===== config.mk =====
export PLATFORM = sky130hd
export DESIGN_NAME = team_01_cpu
export DESIGN_NICKNAME = d
export VERILOG_FILES = /design/src/cpu_pkg.sv /design/src/core_req_if.sv /design/src/alu.sv /design/src/decode_unit.sv /design/src/register_file.sv /design/src/request_unit.sv /design/src/team_01_cpu.sv
export SDC_FILE = /design/constraint.sdc
export NUM_CORES = 2
export LEC_CHECK = 0
export BUFFER_PORTS_ARGS = -buffer_cell sky130_fd_sc_hd__buf_2
export CAP_MARGIN = 0
export CORE_ASPECT_RATIO = 0.5
export CORE_UTILIZATION = 55
export CTS_CLUSTER_DIAMETER = 150
export DETAILED_ROUTE_END_ITERATION = 16
export PLACE_DENSITY = 0.8
export SLEW_MARGIN = 40
export SYNTH_ARGS = -nofsm -noshare
export SYNTH_HDL_FRONTEND = slang
export SYNTH_SLANG_ARGS = --single-unit
export TNS_END_PERCENT = 30

===== constraint.sdc =====
create_clock -name clk -period 8.6 [get_ports clk]
set_input_delay 0.43 -clock clk [delete_from_list [all_inputs] [get_ports clk]]
set_output_delay 0.43 -clock clk [all_outputs]
set_load 0.02 [all_outputs]

===== src/cpu_pkg.sv =====
// CPU package with the shared word types, encodings and control struct of the RV32I core
package cpu_pkg;

  typedef logic [31:0] word_t;
  typedef logic [4:0]  reg_idx_t;

  // First fetch address after reset
  localparam word_t RESET_PC = 32'h0000_0000;

  // Word accesses only, so every byte lane is enabled
  localparam logic [3:0] FULL_SEL = 4'b1111;

  // Major opcodes of the supported subset
  typedef enum logic [6:0] {
    OPC_LUI    = 7'b0110111,
    OPC_AUIPC  = 7'b0010111,
    OPC_JAL    = 7'b1101111,
    OPC_JALR   = 7'b1100111,
    OPC_BRANCH = 7'b1100011,
    OPC_LOAD   = 7'b0000011,
    OPC_STORE  = 7'b0100011,
    OPC_OP_IMM = 7'b0010011,
    OPC_OP     = 7'b0110011
  } opcode_e;

  typedef enum logic [3:0] {
    ALU_ADD,
    ALU_SUB,
    ALU_AND,
    ALU_OR,
    ALU_XOR,
    ALU_SLT,
    ALU_SLTU,
    ALU_SLL,
    ALU_SRL,
    ALU_SRA
  } alu_op_e;

  // Branch kind is funct3 itself, 010 is unused by RV32I and marks no branch
  typedef enum logic [2:0] {
    BR_EQ   = 3'b000,
    BR_NE   = 3'b001,
    BR_NONE = 3'b010,
    BR_LT   = 3'b100,
    BR_GE   = 3'b101,
    BR_LTU  = 3'b110,
    BR_GEU  = 3'b111
  } branch_e;

  typedef struct packed {
    alu_op_e alu_op;
    logic    alu_src_imm;
    logic    alu_src_pc;
    logic    reg_write;
    logic    mem_read;
    logic    mem_write;
    logic    mem_to_reg;
    logic    jump;
    logic    jalr;
    logic    lui;
    branch_e branch;
  } ctrl_t;

endpackage


===== src/core_req_if.sv =====
// Core request interface between the instruction sequencer and the bus request unit
`timescale 1ns/1ps

interface core_req_if;

  // Requests from the sequencer, one pulse each
  logic                instr_req;
  cpu_pkg::word_t      instr_adr;
  logic                data_read;
  logic                data_write;
  cpu_pkg::word_t      data_adr;
  cpu_pkg::word_t      write_data;

  // Completions back from the request unit
  logic                ihit;
  cpu_pkg::word_t      fetched_instr;
  logic                dhit;
  cpu_pkg::word_t      fetched_data;

  modport core (
    output instr_req, instr_adr, data_read, data_write, data_adr, write_data,
    input  ihit, fetched_instr, dhit, fetched_data
  );

  modport unit (
    input  instr_req, instr_adr, data_read, data_write, data_adr, write_data,
    output ihit, fetched_instr, dhit, fetched_data
  );

endinterface


===== src/alu.sv =====
// ALU with the RV32I integer operations and the branch condition check
`timescale 1ns/1ps

module alu (
  input  cpu_pkg::alu_op_e op_i,
  input  cpu_pkg::word_t   a_i,
  input  cpu_pkg::word_t   b_i,
  input  cpu_pkg::branch_e branch_i,
  output cpu_pkg::word_t   result_o,
  output logic             take_o
);

  logic [4:0] shamt;

  assign shamt = b_i[4:0];

  always_comb begin
    case (op_i)
      cpu_pkg::ALU_SUB:  result_o = a_i - b_i;
      cpu_pkg::ALU_AND:  result_o = a_i & b_i;
      cpu_pkg::ALU_OR:   result_o = a_i | b_i;
      cpu_pkg::ALU_XOR:  result_o = a_i ^ b_i;
      cpu_pkg::ALU_SLT:  result_o = {31'b0, $signed(a_i) < $signed(b_i)};
      cpu_pkg::ALU_SLTU: result_o = {31'b0, a_i < b_i};
      cpu_pkg::ALU_SLL:  result_o = a_i << shamt;
      cpu_pkg::ALU_SRL:  result_o = a_i >> shamt;
      cpu_pkg::ALU_SRA:  result_o = $signed(a_i) >>> shamt;
      default:           result_o = a_i + b_i;
    endcase
  end

  // Branch compare runs on the raw operands
  always_comb begin
    case (branch_i)
      cpu_pkg::BR_EQ:  take_o = (a_i == b_i);
      cpu_pkg::BR_NE:  take_o = (a_i != b_i);
      cpu_pkg::BR_LT:  take_o = ($signed(a_i) < $signed(b_i));
      cpu_pkg::BR_GE:  take_o = ($signed(a_i) >= $signed(b_i));
      cpu_pkg::BR_LTU: take_o = (a_i < b_i);
      cpu_pkg::BR_GEU: take_o = (a_i >= b_i);
      default:         take_o = 1'b0;
    endcase
  end

endmodule


===== src/decode_unit.sv =====
// Decode unit that maps an RV32I instruction onto control signals and an immediate
`timescale 1ns/1ps

module decode_unit (
  input  cpu_pkg::word_t    instr_i,
  output cpu_pkg::ctrl_t    ctrl_o,
  output cpu_pkg::word_t    imm_o,
  output cpu_pkg::reg_idx_t rs1_o,
  output cpu_pkg::reg_idx_t rs2_o,
  output cpu_pkg::reg_idx_t rd_o
);

  logic [2:0]     funct3;
  cpu_pkg::word_t imm_i;
  cpu_pkg::word_t imm_s;
  cpu_pkg::word_t imm_b;
  cpu_pkg::word_t imm_u;
  cpu_pkg::word_t imm_j;

  // Register-register ops use bit 30 for SUB, immediate ops only for SRA
  function automatic cpu_pkg::alu_op_e alu_from_funct(input logic [2:0] f3,
                                                      input logic       b30,
                                                      input logic       reg_op);
    cpu_pkg::alu_op_e op;
    case (f3)
      3'b000:  op = (reg_op && b30) ? cpu_pkg::ALU_SUB : cpu_pkg::ALU_ADD;
      3'b001:  op = cpu_pkg::ALU_SLL;
      3'b010:  op = cpu_pkg::ALU_SLT;
      3'b011:  op = cpu_pkg::ALU_SLTU;
      3'b100:  op = cpu_pkg::ALU_XOR;
      3'b101:  op = b30 ? cpu_pkg::ALU_SRA : cpu_pkg::ALU_SRL;
      3'b110:  op = cpu_pkg::ALU_OR;
      default: op = cpu_pkg::ALU_AND;
    endcase
    return op;
  endfunction

  assign funct3 = instr_i[14:12];
  assign rs1_o  = instr_i[19:15];
  assign rs2_o  = instr_i[24:20];
  assign rd_o   = instr_i[11:7];

  assign imm_i = {{20{instr_i[31]}}, instr_i[31:20]};
  assign imm_s = {{20{instr_i[31]}}, instr_i[31:25], instr_i[11:7]};
  assign imm_b = {{19{instr_i[31]}}, instr_i[31], instr_i[7], instr_i[30:25],
                  instr_i[11:8], 1'b0};
  assign imm_u = {instr_i[31:12], 12'b0};
  assign imm_j = {{11{instr_i[31]}}, instr_i[31], instr_i[19:12], instr_i[20],
                  instr_i[30:21], 1'b0};

  always_comb begin
    // Default is a no-op with no writes
    ctrl_o        = '0;
    ctrl_o.alu_op = cpu_pkg::ALU_ADD;
    ctrl_o.branch = cpu_pkg::BR_NONE;
    imm_o         = '0;
    case (instr_i[6:0])
      cpu_pkg::OPC_LUI: begin
        ctrl_o.lui       = 1'b1;
        ctrl_o.reg_write = 1'b1;
        imm_o            = imm_u;
      end
      cpu_pkg::OPC_AUIPC: begin
        ctrl_o.alu_src_pc  = 1'b1;
        ctrl_o.alu_src_imm = 1'b1;
        ctrl_o.reg_write   = 1'b1;
        imm_o              = imm_u;
      end
      cpu_pkg::OPC_JAL: begin
        ctrl_o.jump      = 1'b1;
        ctrl_o.reg_write = 1'b1;
        imm_o            = imm_j;
      end
      cpu_pkg::OPC_JALR: begin
        ctrl_o.jalr        = 1'b1;
        ctrl_o.alu_src_imm = 1'b1;
        ctrl_o.reg_write   = 1'b1;
        imm_o              = imm_i;
      end
      cpu_pkg::OPC_BRANCH: begin
        imm_o = imm_b;
        // 010 and 011 are not branches and stay a no-op
        if (funct3 != 3'b010 && funct3 != 3'b011) begin
          ctrl_o.branch = cpu_pkg::branch_e'(funct3);
        end
      end
      cpu_pkg::OPC_LOAD: begin
        imm_o = imm_i;
        if (funct3 == 3'b010) begin
          ctrl_o.alu_src_imm = 1'b1;
          ctrl_o.mem_read    = 1'b1;
          ctrl_o.mem_to_reg  = 1'b1;
          ctrl_o.reg_write   = 1'b1;
        end
      end
      cpu_pkg::OPC_STORE: begin
        imm_o = imm_s;
        if (funct3 == 3'b010) begin
          ctrl_o.alu_src_imm = 1'b1;
          ctrl_o.mem_write   = 1'b1;
        end
      end
      cpu_pkg::OPC_OP_IMM: begin
        ctrl_o.alu_op      = alu_from_funct(funct3, instr_i[30], 1'b0);
        ctrl_o.alu_src_imm = 1'b1;
        ctrl_o.reg_write   = 1'b1;
        imm_o              = imm_i;
      end
      cpu_pkg::OPC_OP: begin
        ctrl_o.alu_op    = alu_from_funct(funct3, instr_i[30], 1'b1);
        ctrl_o.reg_write = 1'b1;
      end
      default: begin
        ctrl_o.reg_write = 1'b0;
      end
    endcase
  end

endmodule


===== src/register_file.sv =====
// Register file with 32 words, two read ports, one write port and x0 tied to zero
`timescale 1ns/1ps

module register_file (
  input  logic              clk,
  input  logic              arst_n_i,
  input  logic              we_i,
  input  cpu_pkg::reg_idx_t rs1_i,
  input  cpu_pkg::reg_idx_t rs2_i,
  input  cpu_pkg::reg_idx_t rd_i,
  input  cpu_pkg::word_t    wd_i,
  output cpu_pkg::word_t    rd1_o,
  output cpu_pkg::word_t    rd2_o
);

  cpu_pkg::word_t regs [32];

  // x0 is cleared by reset and never written
  always_ff @(posedge clk or negedge arst_n_i) begin
    if (!arst_n_i) begin
      for (int i = 0; i < 32; i++) begin
        regs[i] <= '0;
      end
    end else if (we_i && rd_i != '0) begin
      regs[rd_i] <= wd_i;
    end
  end

  assign rd1_o = regs[rs1_i];
  assign rd2_o = regs[rs2_i];

  a_x0_zero : assert property (@(posedge clk) disable iff (!arst_n_i)
    (rs1_i == '0) |-> (rd1_o == '0));

endmodule


===== src/request_unit.sv =====
// Request unit that turns fetch and data requests into single bus transactions
`timescale 1ns/1ps

module request_unit (
  input  logic                 clk,
  input  logic                 arst_n_i,
  core_req_if.unit             req,
  input  logic                 busy_i,
  input  cpu_pkg::word_t       bus_dat_i,
  output cpu_pkg::word_t       bus_adr_o,
  output cpu_pkg::word_t       bus_dat_o,
  output logic [3:0]           bus_sel_o,
  output logic                 bus_read_o,
  output logic                 bus_write_o
);

  logic           new_req;
  logic           done;
  logic           rd_q;
  logic           wr_q;
  logic           active_q;
  logic           instr_q;
  logic           busy_seen_q;
  logic           ihit_q;
  logic           dhit_q;
  cpu_pkg::word_t adr_q;
  cpu_pkg::word_t wdat_q;
  cpu_pkg::word_t rdat_q;

  assign new_req = req.instr_req | req.data_read | req.data_write;

  // Busy has gone high and dropped again
  assign done = active_q & busy_seen_q & ~busy_i;

  always_ff @(posedge clk or negedge arst_n_i) begin
    if (!arst_n_i) begin
      rd_q        <= 1'b0;
      wr_q        <= 1'b0;
      active_q    <= 1'b0;
      instr_q     <= 1'b0;
      busy_seen_q <= 1'b0;
      ihit_q      <= 1'b0;
      dhit_q      <= 1'b0;
    end else begin
      // Strobes last exactly one cycle
      rd_q   <= req.instr_req | req.data_read;
      wr_q   <= req.data_write;
      ihit_q <= done & instr_q;
      dhit_q <= done & ~instr_q;
      if (new_req) begin
        active_q    <= 1'b1;
        instr_q     <= req.instr_req;
        busy_seen_q <= 1'b0;
      end else if (done) begin
        active_q    <= 1'b0;
        busy_seen_q <= 1'b0;
      end else if (active_q && busy_i) begin
        busy_seen_q <= 1'b1;
      end
    end
  end

  // Address and write data held until the transaction ends
  always_ff @(posedge clk) begin
    if (new_req) begin
      adr_q  <= req.instr_req ? req.instr_adr : req.data_adr;
      wdat_q <= req.write_data;
    end
    if (done) begin
      rdat_q <= bus_dat_i;
    end
  end

  assign bus_read_o        = rd_q;
  assign bus_write_o       = wr_q;
  assign bus_adr_o         = adr_q;
  assign bus_dat_o         = wdat_q;
  assign bus_sel_o         = cpu_pkg::FULL_SEL;
  assign req.ihit          = ihit_q;
  assign req.dhit          = dhit_q;
  assign req.fetched_instr = rdat_q;
  assign req.fetched_data  = rdat_q;

  a_one_strobe : assert property (@(posedge clk) disable iff (!arst_n_i)
    !(bus_read_o && bus_write_o));

  // The sequencer waits for the hit before asking again
  a_no_overlap : assert property (@(posedge clk) disable iff (!arst_n_i)
    new_req |-> !active_q);

endmodule


===== src/team_01_cpu.sv =====
// Multicycle RV32I core top with PC, instruction register and phase sequencer
`timescale 1ns/1ps

module team_01_cpu (
  input  logic           clk,
  input  logic           arst_n_i,
  input  logic           pc_enable_i,
  input  logic           busy_i,
  input  cpu_pkg::word_t bus_dat_i,
  output cpu_pkg::word_t bus_dat_o,
  output cpu_pkg::word_t bus_adr_o,
  output logic [3:0]     bus_sel_o,
  output logic           bus_write_o,
  output logic           bus_read_o
);

  typedef enum logic [1:0] {FETCH, WAIT_I, EXEC, WAIT_D} phase_e;

  phase_e            phase_q;
  cpu_pkg::word_t    pc_q;
  cpu_pkg::word_t    ir_q;
  cpu_pkg::word_t    pc_plus4;
  cpu_pkg::word_t    next_pc;
  cpu_pkg::ctrl_t    ctrl;
  cpu_pkg::word_t    imm;
  cpu_pkg::reg_idx_t rs1;
  cpu_pkg::reg_idx_t rs2;
  cpu_pkg::reg_idx_t rd;
  cpu_pkg::word_t    rd1;
  cpu_pkg::word_t    rd2;
  cpu_pkg::word_t    alu_a;
  cpu_pkg::word_t    alu_b;
  cpu_pkg::word_t    alu_result;
  cpu_pkg::word_t    wb_data;
  logic              take;
  logic              mem_op;
  logic              exec_cycle;
  logic              rf_we;

  core_req_if req_if ();

  request_unit request_unit_i (
    .clk         (clk),
    .arst_n_i    (arst_n_i),
    .req         (req_if.unit),
    .busy_i      (busy_i),
    .bus_dat_i   (bus_dat_i),
    .bus_adr_o   (bus_adr_o),
    .bus_dat_o   (bus_dat_o),
    .bus_sel_o   (bus_sel_o),
    .bus_read_o  (bus_read_o),
    .bus_write_o (bus_write_o)
  );

  decode_unit decode_unit_i (
    .instr_i (ir_q),
    .ctrl_o  (ctrl),
    .imm_o   (imm),
    .rs1_o   (rs1),
    .rs2_o   (rs2),
    .rd_o    (rd)
  );

  register_file register_file_i (
    .clk      (clk),
    .arst_n_i (arst_n_i),
    .we_i     (rf_we),
    .rs1_i    (rs1),
    .rs2_i    (rs2),
    .rd_i     (rd),
    .wd_i     (wb_data),
    .rd1_o    (rd1),
    .rd2_o    (rd2)
  );

  alu alu_i (
    .op_i     (ctrl.alu_op),
    .a_i      (alu_a),
    .b_i      (alu_b),
    .branch_i (ctrl.branch),
    .result_o (alu_result),
    .take_o   (take)
  );

  assign exec_cycle = (phase_q == EXEC);
  assign mem_op     = ctrl.mem_read | ctrl.mem_write;
  assign alu_a      = ctrl.alu_src_pc ? pc_q : rd1;
  assign alu_b      = ctrl.alu_src_imm ? imm : rd2;
  assign pc_plus4   = pc_q + 32'd4;

  // Write-back select, links take priority over the ALU
  always_comb begin
    if (ctrl.mem_to_reg) begin
      wb_data = req_if.fetched_data;
    end else if (ctrl.jump || ctrl.jalr) begin
      wb_data = pc_plus4;
    end else if (ctrl.lui) begin
      wb_data = imm;
    end else begin
      wb_data = alu_result;
    end
  end

  always_comb begin
    if (ctrl.jalr) begin
      next_pc = alu_result & ~32'd1;
    end else if (ctrl.jump || take) begin
      next_pc = pc_q + imm;
    end else begin
      next_pc = pc_plus4;
    end
  end

  // Loads write on dhit, everything else at the end of EXEC
  assign rf_we = ctrl.reg_write &
                 ((exec_cycle & ~mem_op) | ((phase_q == WAIT_D) & req_if.dhit));

  assign req_if.instr_req  = (phase_q == FETCH) & pc_enable_i;
  assign req_if.instr_adr  = pc_q;
  assign req_if.data_read  = exec_cycle & ctrl.mem_read;
  assign req_if.data_write = exec_cycle & ctrl.mem_write;
  assign req_if.data_adr   = alu_result;
  assign req_if.write_data = rd2;

  always_ff @(posedge clk or negedge arst_n_i) begin
    if (!arst_n_i) begin
      phase_q <= FETCH;
      pc_q    <= cpu_pkg::RESET_PC;
    end else begin
      case (phase_q)
        FETCH: begin
          if (pc_enable_i) begin
            phase_q <= WAIT_I;
          end
        end
        WAIT_I: begin
          if (req_if.ihit) begin
            phase_q <= EXEC;
          end
        end
        EXEC: begin
          if (mem_op) begin
            phase_q <= WAIT_D;
          end else begin
            pc_q    <= next_pc;
            phase_q <= FETCH;
          end
        end
        default: begin
          if (req_if.dhit) begin
            pc_q    <= pc_plus4;
            phase_q <= FETCH;
          end
        end
      endcase
    end
  end

  // Instruction register
  always_ff @(posedge clk) begin
    if (phase_q == WAIT_I && req_if.ihit) begin
      ir_q <= req_if.fetched_instr;
    end
  end

endmodule

==> results.md <==
- Worst Setup End Kind: flip-flop
- Main synth FF type: dfrtp_1
- Final Wtd Congestion: 1.10
- Post-Layout Inst Area: 0.0802 mm^2
- Most frequent cells in the layout: 1065 x dfrtp_1, 873 x nand2_1, 782 x o21ai_0
- Setup-failing EPs final: 0
- Largest net degree at the start of global routing: 161
- Area share of the largest cell type after synthesis: 0.367
- Commonest non-fill, non-tap cell in the layout: dfrtp_1
- Outcome: completed
- Synthesis Warnings: 0
- Pre-antenna DRT Iters: 9
- Clock network fraction of total power: 0.312
- Setup ws final: 0.500 ns
- First-pass GRT wire length: 423 mm
- H-tree depth: 3
- Post-synth EDFFs: 128
- Total congestion overflow: 0
- Worst skew pair latency: 0.80 ns
- Chip Width: 516 um
- Seq cells post-synth: 1193
- Core ar.: 0.130 mm^2
- Adder-cell share of the synthesized area: 0.0230
- CP Launch Type: flip-flop
- Met3 wire len: 46.1 mm
- Final cell count without fillers: 8911
- Hold crit path type: in2reg
- Die height: 259 um
- WL per Instance: 33.1 um
- Root Buffer: clkbuf_16
- Net Switching: 6.24 mW
- Final period utilization: 0.942
- Starting Density: 0.560
- Syn_area_per_cell: 10.2 um^2
- Distinct cells, synth: 87
- DRT iter0 DRCs: 10000
- Leak: 35.8 nW
- Residual DRC count: 0
- CP Max Fanout: 31
- Gate power share: 0.314
- CP arrival: 8.81 ns
- Clk sink count: 1193
- I/O pin cnt: 106
- Setup TNS: 0 ns
- RSZ-0062 raised after global routing: no
- Fmax: 0.123 GHz
- Layout cell share with drive strength beyond 1: 0.196
- Synth area leaders: dfrtp_1 37%, mux4_2 8.9%, mux2i_1 8.9%
- Synth Area in Simple Gates: 0.0979
- VDD IR max: 0.180 mV
- Total count of hold-check failures in the final report: 0
- Mapped cell area: 0.0727 mm^2
- Slew margin rel.: 0.376
- Main combinational cell family by area after synthesis: multiplexers
- CP Class: reg2reg
- Port bufs: 101
- Placed Area: 0.0761 mm^2
- Post-detail-place hpwl: 197 mm
- Mux cell area share after synthesis: 0.241
- Area leader, netlist: dfrtp_1
- Total track usage: 0.435
- Post-Syn Instances: 7154
- Site Rows: 93
- Post-synth ARST share: 0.893
- Synth Area in XOR/XNOR: 0.00976
- CTS clk-pin slew, worst paths: 0.07 ns
- Layout Nets: 7222
- Post-layout minimum cycle time: 8.10 ns
- Pwr Density: 204 mW/mm^2
- TritonCTS clock tree: built
- Via Count: 64300
- Place WS: 0.981 ns
- Top layer in use: met5
- Seq/Total Area, Yosys: 0.420
- Post-route met1 wirelength: 108 mm
- Compound-cell area share of the yosys netlist: 0.164
- Vias in the first global route: 61100
- Max Cap Viol: 0
- CTS max path bufs: 3
- Met2 wire length: 120 mm
- Post-route ant nets: 0
- Post-Route WL: 295 mm
- P&R area growth vs syn: 10.3%
- WP data required: 9.31 ns
- Skew final: 0.0756 ns
- Die Area: 0.134 mm^2
- Setup Buffers After CTS: 0
- Tightest Pin Transition: 0.937 ns
- Placed cell count: 8669
- Proportion of power drawn by flip-flops and latches: 0.374
- Slew Limit Fails: 0
- Switching fraction of total power: 0.381
- Total CTS buffers: 104
- WHS: 0.0470 ns
- DR vias/cell: 7.21
- Int Power: 10.1 mW
- Initial antenna violation count: 15
==> state kept, by name, summed over array words and instances (netlist names), 2 cells and up <==
register,count
pc_q,32
request_unit_i.bus_adr_o,32
request_unit_i.req.fetched_data,32
request_unit_i.bus_dat_o,32
ir_q,32
phase_q,2
register_file_i.regs,1024
==> through the flow <==
stage	utilization	total power, mW
global route	0.617	16.7
floorplan	-	8.90
global placement	0.585	11.0
CTS	0.617	16.1
detailed placement	0.586	11.0
finish	0.617	16.4
==> worst paths after layout <==
kind / startpoint / to / slack [ns] / cells past startpoint
hold reg to reg: register_file_i.regs[1019]$_DFFE_PN0P_ / register_file_i.regs[1019]$_DFFE_PN0P_ / 0.40 / 0
setup reg to reg: ir_q[16]$_DFFE_PP_ / register_file_i.regs[694]$_DFFE_PN0P_ / 0.50 / 26
hold / removal: pc_enable_i / phase_q[0]$_DFFE_PN0P_ / 0.05 / 3
min in group asynchronous: arst_n_i / register_file_i.regs[934]$_DFFE_PN0P_ / 0.23 / 2
setup / recovery: ir_q[16]$_DFFE_PP_ / register_file_i.regs[694]$_DFFE_PN0P_ / 0.50 / 26
max in group asynchronous: arst_n_i / pc_q[27]$_DFFE_PN0P_ / 6.29 / 5
==> kinds of logic (layout without fill, tap and decap cells) <==
| family | Yosys count | in the layout |
|---|---|---|
| compound gates | 1948 | 1948 |
| simple gates | 1650 | 1650 |
| other cells | 1 | 18 |
| fa+ha+maj | 132 | 132 |
| buf+inv | 807 | 790 |
| flops | 1193 | 1193 |
| xor+xnor | 81 | 81 |
| mux | 1342 | 1342 |
==> power groups by stage <==
stage	logic (mW)	registers (mW)	clock network (mW)
after floorplan	2.74	6.16	0
after global routing	5.26	6.12	5.32
after global placement	4.82	6.21	0
after CTS	4.85	6.11	5.10
after detailed placement	4.81	6.21	0
final	5.14	6.13	5.11
==> worst max-delay path, cell delays in order, from the launching register on <==
cell       delay [ns]
edfxtp_1         0.52
nor2b_4          0.59
buf_4            0.33
a22oi_1          0.13
nand3_1          0.12
o21ai_0          0.15
a211oi_1         0.73
buf_4            0.28
a21oi_1          0.14
inv_1            0.13
ha_1             0.22
fa_1             0.25
nor2b_1          0.06
o21ai_0          0.28
a21boi_0         0.14
o21ai_0          0.56
a21oi_1          0.36
a41o_1           0.39
a21o_1           0.19
a21oi_1          0.23
o31ai_1          0.12
xnor2_1          0.39
nand2_1          0.14
a2111oi_0        0.46
buf_4            0.21
or2_2            0.56
mux2_2           0.30
==> timing repair <==
action                    in CTS  in global routing
resized for setup              0                  0
hold buffers                  34                  0
hold endpoints to repair     111                  0
==> Yosys cell counts (44+ instances only) <==
cell	instances
nand3_1	103
mux4_2	287
a21oi_1	340
and2_1	52
inv_1	131
a21o_1	45
o21ai_0	796
nor2_1	314
clkbuf_1	507
buf_2	74
nand2_1	889
edfxtp_1	128
mux2i_1	643
mux2_2	411
a22oi_1	248
a211oi_1	109
buf_1	76
dfrtp_1	1065
ha_1	129
a31oi_1	44
xnor2_1	53
nor3_1	104
o31ai_1	52
==> cell type report <==
cell class | count | area [um^2]
fill | 10300 | 49700
multi-input combinational | 5157 | 39400
sequential | 1193 | 30500
timing repair buffer | 462 | 3850
clock buffer | 155 | 3060
tap | 1757 | 2200
clock inverter | 37 | 571
inverter | 136 | 510
antenna | 14 | 35.0
==> per-layer routing <==
metal	vias up	GRT usage
li1	26100	-
met1	31800	0.564
met2	5111	0.602
met3	1233	0.194
met4	20	0.252
met5	-	0
Note: power is estimated with default switching activity, not from simulation.
